**src/source/rv_isa_pkg.sv**
```systemverilog
/*
 * RV32I encoding constants: opcodes, funct3 and funct7 values,
 * and the fixed system instruction words
 */
package rv_isa_pkg;

	// major opcodes, inst[6:0]
	localparam logic [6:0] OPC_LUI    = 7'b0110111;
	localparam logic [6:0] OPC_AUIPC  = 7'b0010111;
	localparam logic [6:0] OPC_JAL    = 7'b1101111;
	localparam logic [6:0] OPC_JALR   = 7'b1100111;
	localparam logic [6:0] OPC_BRANCH = 7'b1100011;
	localparam logic [6:0] OPC_LOAD   = 7'b0000011;
	localparam logic [6:0] OPC_STORE  = 7'b0100011;
	localparam logic [6:0] OPC_OP_IMM = 7'b0010011;
	localparam logic [6:0] OPC_OP     = 7'b0110011;
	localparam logic [6:0] OPC_SYSTEM = 7'b1110011;

	// jalr only defines funct3 zero
	localparam logic [2:0] F3_JALR = 3'b000;

	// branches, 010 and 011 are reserved
	localparam logic [2:0] F3_BEQ  = 3'b000;
	localparam logic [2:0] F3_BNE  = 3'b001;
	localparam logic [2:0] F3_BLT  = 3'b100;
	localparam logic [2:0] F3_BGE  = 3'b101;
	localparam logic [2:0] F3_BLTU = 3'b110;
	localparam logic [2:0] F3_BGEU = 3'b111;

	// loads
	localparam logic [2:0] F3_LB  = 3'b000;
	localparam logic [2:0] F3_LH  = 3'b001;
	localparam logic [2:0] F3_LW  = 3'b010;
	localparam logic [2:0] F3_LBU = 3'b100;
	localparam logic [2:0] F3_LHU = 3'b101;

	// stores
	localparam logic [2:0] F3_SB = 3'b000;
	localparam logic [2:0] F3_SH = 3'b001;
	localparam logic [2:0] F3_SW = 3'b010;

	// op-imm, also shared by op for the shift and add slots
	localparam logic [2:0] F3_ADDI  = 3'b000;
	localparam logic [2:0] F3_SLLI  = 3'b001;
	localparam logic [2:0] F3_SRLI  = 3'b101;

	// csr access
	localparam logic [2:0] F3_CSRRW = 3'b001;
	localparam logic [2:0] F3_CSRRS = 3'b010;

	// funct7 for shifts and the register ops
	localparam logic [6:0] F7_BASE = 7'b0000000;
	localparam logic [6:0] F7_ALT  = 7'b0100000;

	// whole system words
	localparam logic [31:0] INST_ECALL  = 32'h0000_0073;
	localparam logic [31:0] INST_EBREAK = 32'h0010_0073;
	localparam logic [31:0] INST_MRET   = 32'h3020_0073;

endpackage

```
**src/source/fetch_pkg.sv**
```systemverilog
/*
 * fetch stage types: redirect bundle, wishbone request and response,
 * fetch packet, reset pc and pc step
 */
package fetch_pkg;

	typedef logic [31:0] word_t;

	// pc after reset
	localparam word_t RESET_PC = 32'h8000_0000;

	// one instruction word per fetch
	localparam word_t PC_STEP = 32'd4;

	// redirect sources from execute, each valid is a single cycle pulse
	typedef struct packed {
		logic  csr_valid;
		word_t csr_target;
		logic  jmp_valid;
		word_t jmp_target;
		logic  branch_valid;
		word_t branch_target;
	} redirect_t;

	// wishbone classic master outputs, read only
	typedef struct packed {
		logic  cyc;
		logic  stb;
		word_t adr;
	} wb_req_t;

	// wishbone classic slave outputs
	typedef struct packed {
		word_t dat;
		logic  ack;
		logic  err;
	} wb_rsp_t;

	// packet handed to decode
	typedef struct packed {
		word_t pc;
		word_t inst;
		logic  illegal;
		logic  bus_err;
	} fetch_packet_t;

endpackage

```
**src/source/pc_sequencer.sv**
```systemverilog
/*
 * program counter with csr > jmp > branch redirect priority,
 * sequential advance and a registered flush pulse
 */
`timescale 1ns/1ns

module pc_sequencer
	import fetch_pkg::*;
(
	input  logic      clock,
	input  logic      reset,
	input  redirect_t redirect_i,
	input  logic      advance_i,
	output word_t     pc_o,
	output logic      flush_o
);

	logic  any_redirect;
	word_t redirect_pc;

	assign any_redirect = redirect_i.csr_valid | redirect_i.jmp_valid |
		redirect_i.branch_valid;

	// fixed priority among simultaneous redirects
	always_comb begin
		if (redirect_i.csr_valid) begin
			redirect_pc = redirect_i.csr_target;
		end else if (redirect_i.jmp_valid) begin
			redirect_pc = redirect_i.jmp_target;
		end else begin
			redirect_pc = redirect_i.branch_target;
		end
	end

	always_ff @(posedge clock) begin
		if (reset) begin
			pc_o    <= RESET_PC;
			flush_o <= 1'b0;
		end else begin
			// flush lines up with the first cycle of the new pc
			flush_o <= any_redirect;
			if (any_redirect) begin
				pc_o <= redirect_pc;
			end else if (advance_i) begin
				pc_o <= pc_o + PC_STEP;
			end
		end
	end

endmodule

```
**src/source/wb_fetch_master.sv**
```systemverilog
/*
 * wishbone classic read master, one instruction word per bus cycle
 */
`timescale 1ns/1ns

module wb_fetch_master
	import fetch_pkg::*;
(
	input  logic    clock,
	input  logic    reset,
	input  logic    start_i,
	input  word_t   addr_i,
	output wb_req_t wb_req_o,
	input  wb_rsp_t wb_rsp_i,
	output logic    done_o,
	output word_t   data_o,
	output logic    err_o
);

	logic  busy;
	logic  finish;
	word_t adr_q;

	// cycle ends on either ack or err
	assign finish = busy & (wb_rsp_i.ack | wb_rsp_i.err);

	always_ff @(posedge clock) begin
		if (reset) begin
			busy <= 1'b0;
		end else if (finish) begin
			busy <= 1'b0;
		end else if (!busy && start_i) begin
			busy <= 1'b1;
		end
	end

	// address held for the whole cycle
	always_ff @(posedge clock) begin
		if (!busy && start_i) begin
			adr_q <= addr_i;
		end
	end

	assign wb_req_o = '{
		cyc: busy,
		stb: busy,
		adr: adr_q
	};

	// result is valid only in the ack/err cycle
	assign done_o = finish;
	assign data_o = wb_rsp_i.dat;
	assign err_o  = busy & wb_rsp_i.err;

endmodule

```
**src/source/inst_screen.sv**
```systemverilog
/*
 * combinational screen of one word against the supported rv32i subset
 */
`timescale 1ns/1ns

module inst_screen
	import fetch_pkg::*;
	import rv_isa_pkg::*;
(
	input  word_t inst_i,
	output logic  illegal_o
);

	logic [6:0] opcode;
	logic [2:0] funct3;
	logic [6:0] funct7;
	logic       legal;

	assign opcode = inst_i[6:0];
	assign funct3 = inst_i[14:12];
	assign funct7 = inst_i[31:25];

	always_comb begin
		legal = 1'b0;
		case (opcode)
			OPC_LUI, OPC_AUIPC, OPC_JAL: begin
				legal = 1'b1;
			end
			OPC_JALR: begin
				legal = (funct3 == F3_JALR);
			end
			OPC_BRANCH: begin
				legal = (funct3 == F3_BEQ) || (funct3 == F3_BNE) ||
					(funct3 == F3_BLT) || (funct3 == F3_BGE) ||
					(funct3 == F3_BLTU) || (funct3 == F3_BGEU);
			end
			OPC_LOAD: begin
				legal = (funct3 == F3_LB) || (funct3 == F3_LH) ||
					(funct3 == F3_LW) || (funct3 == F3_LBU) ||
					(funct3 == F3_LHU);
			end
			OPC_STORE: begin
				legal = (funct3 == F3_SB) || (funct3 == F3_SH) || (funct3 == F3_SW);
			end
			OPC_OP_IMM: begin
				// only the shifts constrain funct7
				if (funct3 == F3_SLLI) begin
					legal = (funct7 == F7_BASE);
				end else if (funct3 == F3_SRLI) begin
					legal = (funct7 == F7_BASE) || (funct7 == F7_ALT);
				end else begin
					legal = 1'b1;
				end
			end
			OPC_OP: begin
				// alt funct7 is sub and sra only
				legal = (funct7 == F7_BASE) ||
					((funct7 == F7_ALT) && ((funct3 == F3_ADDI) || (funct3 == F3_SRLI)));
			end
			OPC_SYSTEM: begin
				legal = (inst_i == INST_ECALL) || (inst_i == INST_EBREAK) ||
					(inst_i == INST_MRET) ||
					(funct3 == F3_CSRRW) || (funct3 == F3_CSRRS);
			end
			default: begin
				legal = 1'b0;
			end
		endcase
	end

	assign illegal_o = ~legal;

endmodule

```
**src/source/fetch_ctrl.sv**
```systemverilog
/*
 * fetch FSM: issue a read, wait for the bus, hold the packet for decode,
 * squash results that a redirect made stale
 */
`timescale 1ns/1ns

module fetch_ctrl
	import fetch_pkg::*;
(
	input  logic          clock,
	input  logic          reset,
	input  word_t         pc_i,
	input  logic          flush_i,
	output logic          advance_o,
	output logic          start_o,
	output word_t         fetch_addr_o,
	input  logic          done_i,
	input  word_t         data_i,
	input  logic          err_i,
	input  logic          illegal_i,
	output fetch_packet_t packet_o,
	output logic          valid_o,
	input  logic          ready_i
);

	typedef enum logic [1:0] {
		ST_ISSUE,
		ST_WAIT,
		ST_HOLD
	} state_t;

	state_t        state;
	logic          squash;
	logic          discard;
	fetch_packet_t packet_q;

	// a flush seen now or earlier in this bus cycle kills the result
	assign discard = squash | flush_i;

	assign start_o      = (state == ST_ISSUE);
	assign fetch_addr_o = pc_i;

	// held packet is dropped in the flush cycle
	assign valid_o   = (state == ST_HOLD) & ~flush_i;
	assign advance_o = valid_o & ready_i;
	assign packet_o  = packet_q;

	always_ff @(posedge clock) begin
		if (reset) begin
			state  <= ST_ISSUE;
			squash <= 1'b0;
		end else begin
			case (state)
				ST_ISSUE: begin
					state  <= ST_WAIT;
					squash <= 1'b0;
				end
				ST_WAIT: begin
					if (done_i) begin
						state  <= discard ? ST_ISSUE : ST_HOLD;
						squash <= 1'b0;
					end else if (flush_i) begin
						squash <= 1'b1;
					end
				end
				ST_HOLD: begin
					// leave on transfer or on flush
					if (ready_i || flush_i) begin
						state <= ST_ISSUE;
					end
				end
				default: begin
					state <= ST_ISSUE;
				end
			endcase
		end
	end

	// bus error reports a zero word that is not flagged illegal
	always_ff @(posedge clock) begin
		if ((state == ST_WAIT) && done_i && !discard) begin
			packet_q <= '{
				pc:      pc_i,
				inst:    err_i ? '0 : data_i,
				illegal: illegal_i & ~err_i,
				bus_err: err_i
			};
		end
	end

endmodule

```
**src/source/if_top.sv**
```systemverilog
/*
 * instruction fetch stage top: pc sequencer, bus master, screen, control
 */
`timescale 1ns/1ns

module if_top
	import fetch_pkg::*;
(
	input  logic          clock,
	input  logic          reset,
	output wb_req_t       wb_req_o,
	input  wb_rsp_t       wb_rsp_i,
	input  redirect_t     redirect_i,
	output fetch_packet_t packet_o,
	output logic          valid_o,
	input  logic          ready_i
);

	word_t pc;
	logic  flush;
	logic  advance;
	logic  start;
	word_t fetch_addr;
	logic  done;
	word_t data;
	logic  err;
	logic  illegal;

	pc_sequencer u_pc_sequencer (
		.clock      (clock),
		.reset      (reset),
		.redirect_i (redirect_i),
		.advance_i  (advance),
		.pc_o       (pc),
		.flush_o    (flush)
	);

	wb_fetch_master u_wb_fetch_master (
		.clock    (clock),
		.reset    (reset),
		.start_i  (start),
		.addr_i   (fetch_addr),
		.wb_req_o (wb_req_o),
		.wb_rsp_i (wb_rsp_i),
		.done_o   (done),
		.data_o   (data),
		.err_o    (err)
	);

	inst_screen u_inst_screen (
		.inst_i    (data),
		.illegal_o (illegal)
	);

	fetch_ctrl u_fetch_ctrl (
		.clock        (clock),
		.reset        (reset),
		.pc_i         (pc),
		.flush_i      (flush),
		.advance_o    (advance),
		.start_o      (start),
		.fetch_addr_o (fetch_addr),
		.done_i       (done),
		.data_i       (data),
		.err_i        (err),
		.illegal_i    (illegal),
		.packet_o     (packet_o),
		.valid_o      (valid_o),
		.ready_i      (ready_i)
	);

endmodule

```
**config.mk**
```make
export PLATFORM = sky130hd
export DESIGN_NAME = if_top
export DESIGN_NICKNAME = d
export VERILOG_FILES = /design/src/source/rv_isa_pkg.sv /design/src/source/fetch_pkg.sv /design/src/source/pc_sequencer.sv /design/src/source/wb_fetch_master.sv /design/src/source/inst_screen.sv /design/src/source/fetch_ctrl.sv /design/src/source/if_top.sv
export SDC_FILE = /design/constraint.sdc
export NUM_CORES = 1
export LEC_CHECK = 0
export BUFFER_PORTS_ARGS = -buffer_cell sky130_fd_sc_hd__buf_2
export CAP_MARGIN = 20
export CORE_MARGIN = 2
export CORE_UTILIZATION = 30
export CTS_BUF_LIST = sky130_fd_sc_hd__clkbuf_2
export DETAILED_ROUTE_END_ITERATION = 8
export PLACE_DENSITY = 0.65
export RECOVER_POWER = 25
export SYNTH_ARGS = -nofsm -noshare
export SYNTH_HDL_FRONTEND = slang
export SYNTH_SLANG_ARGS = --single-unit
```
**constraint.sdc**
```tcl
create_clock -name clock -period 8.5 [get_ports clock]
set_input_delay 0.85 -clock clock [delete_from_list [all_inputs] [get_ports clock]]
set_output_delay 0.85 -clock clock [all_outputs]
set_load 0.005 [all_outputs]
```
==> run_results.csv <==
group,metric,value,unit
clock_tree,cts-root-buf,"clkbuf_2",
pwr,clkPwrFrac,32.4,%
clock_tree,cts-htree-levels,4,
sta,setup_viol,0,
synthesis,synth_area,0.00611,mm2
floorplan,die_w,147,um
setup_path,crit_path_cell_trace,"buf_2, buf_4, nor3_4, clkbuf_1, nand2_1, a311oi_1, nor3_1",
floorplan,initial_core_util,30.4,%
global_route,grt_pass1_vias,5091,
global_route,grt_busiest_layer,"met2",
synthesis,synth-async-reset-ratio,0,%
run,max_cap_viol_count,1,
run_status,status,"finished with violations",
synthesis,ys_ff_latch,135,
pwr,finalPower,1.40,mW
setup_path,cpMaxStageDelayCell,"clkbuf_1",
pwr,swShare,27.0,%
cells_and_area,nets,916,
drt,viasPerCell,4.99,
setup_path,required,9070,ps
place,dp.cells,1030,
clock_tree,cts_max_path_buffers,2,
floorplan,io_pins,237,
global_route,use_met3,4.84,%
cells_and_area,fin_cells,1062,
drt,antenna_left,0,
global_route,grt_use_met1,21.2,%
global_route,grtUsageTotal,17.1,%
synthesis,yosysTopAreaCell,"edfxtp_1",
place,dp_hpwl,13700,um
worst_hold_path,min_path_type,"primary input to register",
clock_tree,postCtsSetupBuffers,0,
run_status,violations,"max-capacitance violations, max-slew violations",
sta,skew,38.2,ps
cells_and_area,final_util,39.0,%
setup_path,path_buf_inv,3,
pwr,p_leak,3.04,nW
cells_and_area,area_delta_synth_final,28.1,%
setup_path,crit_path_end_kind,"register",
drt,vias,5302,
drt,drt_pass1_iterations,5,
synthesis,synth_warnings,0,
cells_and_area,diodes,0,
global_route,antenna_found_initial,1,
global_route,grt_max_degree,70,
clock_tree,cts_resized,0,
clock_tree,numCtsBuffers,17,
synthesis,synth_fp_nets,688,
synthesis,avgSynthCellArea,11.1,um2
sta,whs,403,ps
clock_tree,clk_latency,700,ps
global_route,use_met2,28.8,%
synthesis,synth_cell_types,61,
floorplan,placementRows,52,
setup_path,cp_top_family,"buffers and inverters",
sta,fin_crit,3590,ps
setup_path,cp.arrival,4160,ps
synthesis,synth_commonest_cells,"98 x edfxtp_1, 40 x nand2_1, 40 x nor2_1",
sta,slew_violations,34,
synthesis,yosysMostFrequentCell,"edfxtp_1",
sta,hold_viol_final,0,
place,port_buffers,236,
floorplan,die-area,0.0215,mm2
sta,rsz0062_at_grt,"false",
sta,finalCritPeriodShare,42.2,%
synthesis,syn_inst,551,
setup_path,path_class,"primary input to register",
clock_tree,cts_sinks,135,
place,gpl.final_weighted_congestion,0.808,
synthesis,ys.flop_type,"edfxtp_1",
pwr,p_seq_share,55.6,%
synthesis,ys_seq_area_share,60.2,%
setup_path,critPathMaxStageDelay,1210,ps
pwr,power_density,179,mW/mm2
drt,drc_errors,0,
synthesis,synth_top_area_share,48.1,%
floorplan,die_h,147,um
sta,fmax,279,MHz
drt,drt-total-wl,18600,um
synthesis,synth_edf_count,98,
floorplan,core,0.0201,mm2
pwr,internal_power,1.02,mW
sta,worst_pin_slew,1640,ps
global_route,grt_pass1_wl,28200,um
setup_path,start_kind,"primary input",
sta,setup_tns,0,ps
drt,wl_per_cell,17.5,um
cells_and_area,drive_gt1_share,36.0,%
synthesis,synth.top_cells.by_area,"edfxtp_1 48%, dfxtp_1 12%, and2_1 3.8%",
global_route,grt_overflow,0,
clock_tree,tritoncts,"done",
pwr,p_switching,378,uW
pwr,combPwrFrac,12.0,%
clock_tree,postCtsHoldBufs,0,
drt,drt_iter0_drc,366,
clock_tree,path_clk_slew,220,ps
setup_path,crit_path_max_fanout,69,
sta,slew_headroom,-9.38,%
pwr,irDropWorstVdd,66.7,uV
## layout by cell type (no fill, tap or decap), types with 5 or more instances in the layout
master / instances
o21ai_0: 28
inv_1: 12
dfxtp_1: 37
buf_2: 236
nor3_1: 12
xnor2_1: 5
and2_1: 37
nand2_1: 40
a211oi_1: 23
a21oi_1: 33
and3_1: 6
nand4_1: 9
nand3_1: 20
a22oi_1: 16
mux2i_1: 5
clkbuf_2: 18
a311oi_1: 5
o22ai_1: 8
edfxtp_1: 98
nor2_1: 40
nor4_1: 13
o21ai_1: 7
xor2_1: 6
## through the flow
step	setup slack, ps	instance area (um2)
floorplan	498	6110
global placement	5430	7550
detailed placement	5560	7560
CTS	5900	7850
global route	4900	7830
finish	4910	7830
## state kept, by name, summed over array words and instances, names as in the netlist
signal / cells
u_wb_fetch_master.adr_q: 32
u_fetch_ctrl.packet_o: 66
u_fetch_ctrl.state: 2
u_fetch_ctrl.squash: 1
u_pc_sequencer.flush_o: 1
u_wb_fetch_master.busy: 1
u_pc_sequencer.pc_o: 32
## worst paths after layout
kind                                       startpoint                                    to  slack (ps)  cells past startpoint
setup / recovery                       redirect_i[98]  u_pc_sequencer.pc_o[27]$_SDFFE_PP0P_        4910                      7
hold / removal                         redirect_i[76]  u_pc_sequencer.pc_o[10]$_SDFFE_PP0P_         400                      3
setup reg to reg   u_fetch_ctrl.state[1]$_SDFFE_PP0P_  u_pc_sequencer.pc_o[22]$_SDFFE_PP0P_        6020                      5
hold reg to reg   u_pc_sequencer.pc_o[1]$_SDFFE_PP0P_   u_pc_sequencer.pc_o[1]$_SDFFE_PP0P_         510                      2
## power groups by stage
stage / logic, mW / registers, mW / clock network (mW)
3_5_place_dp: 0.170 / 0.794 / 0
6_report: 0.168 / 0.780 / 0.455
4_1_cts: 0.171 / 0.780 / 0.472
3_3_place_gp: 0.167 / 0.793 / 0
5_1_grt: 0.187 / 0.785 / 0.500
2_1_floorplan: 0.0829 / 0.790 / 0
## logic make-up (layout without fill, tap and decap cells)
| kind of cell | Yosys count | in the layout | synth area share (%) |
|---|---|---|---|
| fa+ha+maj | 1 | 1 | 0.205 |
| buf+inv | 48 | 289 | 3.29 |
| xor+xnor | 11 | 11 | 1.58 |
| simple gates | 208 | 208 | 18.9 |
| flops | 135 | 135 | 60.2 |
| mux | 5 | 5 | 0.819 |
| compound gates | 143 | 143 | 14.9 |
## worst register-to-register path, cell delays in order (launching register included)
cell,delay (ps)
dfxtp_1,520
nand4bb_1,590
nor3_1,860
nand3_1,160
a21oi_1,180
nor4_1,80
## layer usage
layer	share of wire (%)	vias to the layer above
li1	-	2541
met5	0.070	-
met4	1.4	2
met1	41	2478
met3	8.1	20
met2	49	261
## layout make-up
class / instances / area (um2)
fillers: 2010 / 12300
flip-flops and latches: 135 / 3680
clock inverters: 14 / 198
multi-input cells: 368 / 2240
repair buffers: 243 / 1230
well taps: 270 / 338
inverters: 14 / 55.1
clock buffers: 18 / 90.1
Note: power is estimated with default switching activity, not from simulation.
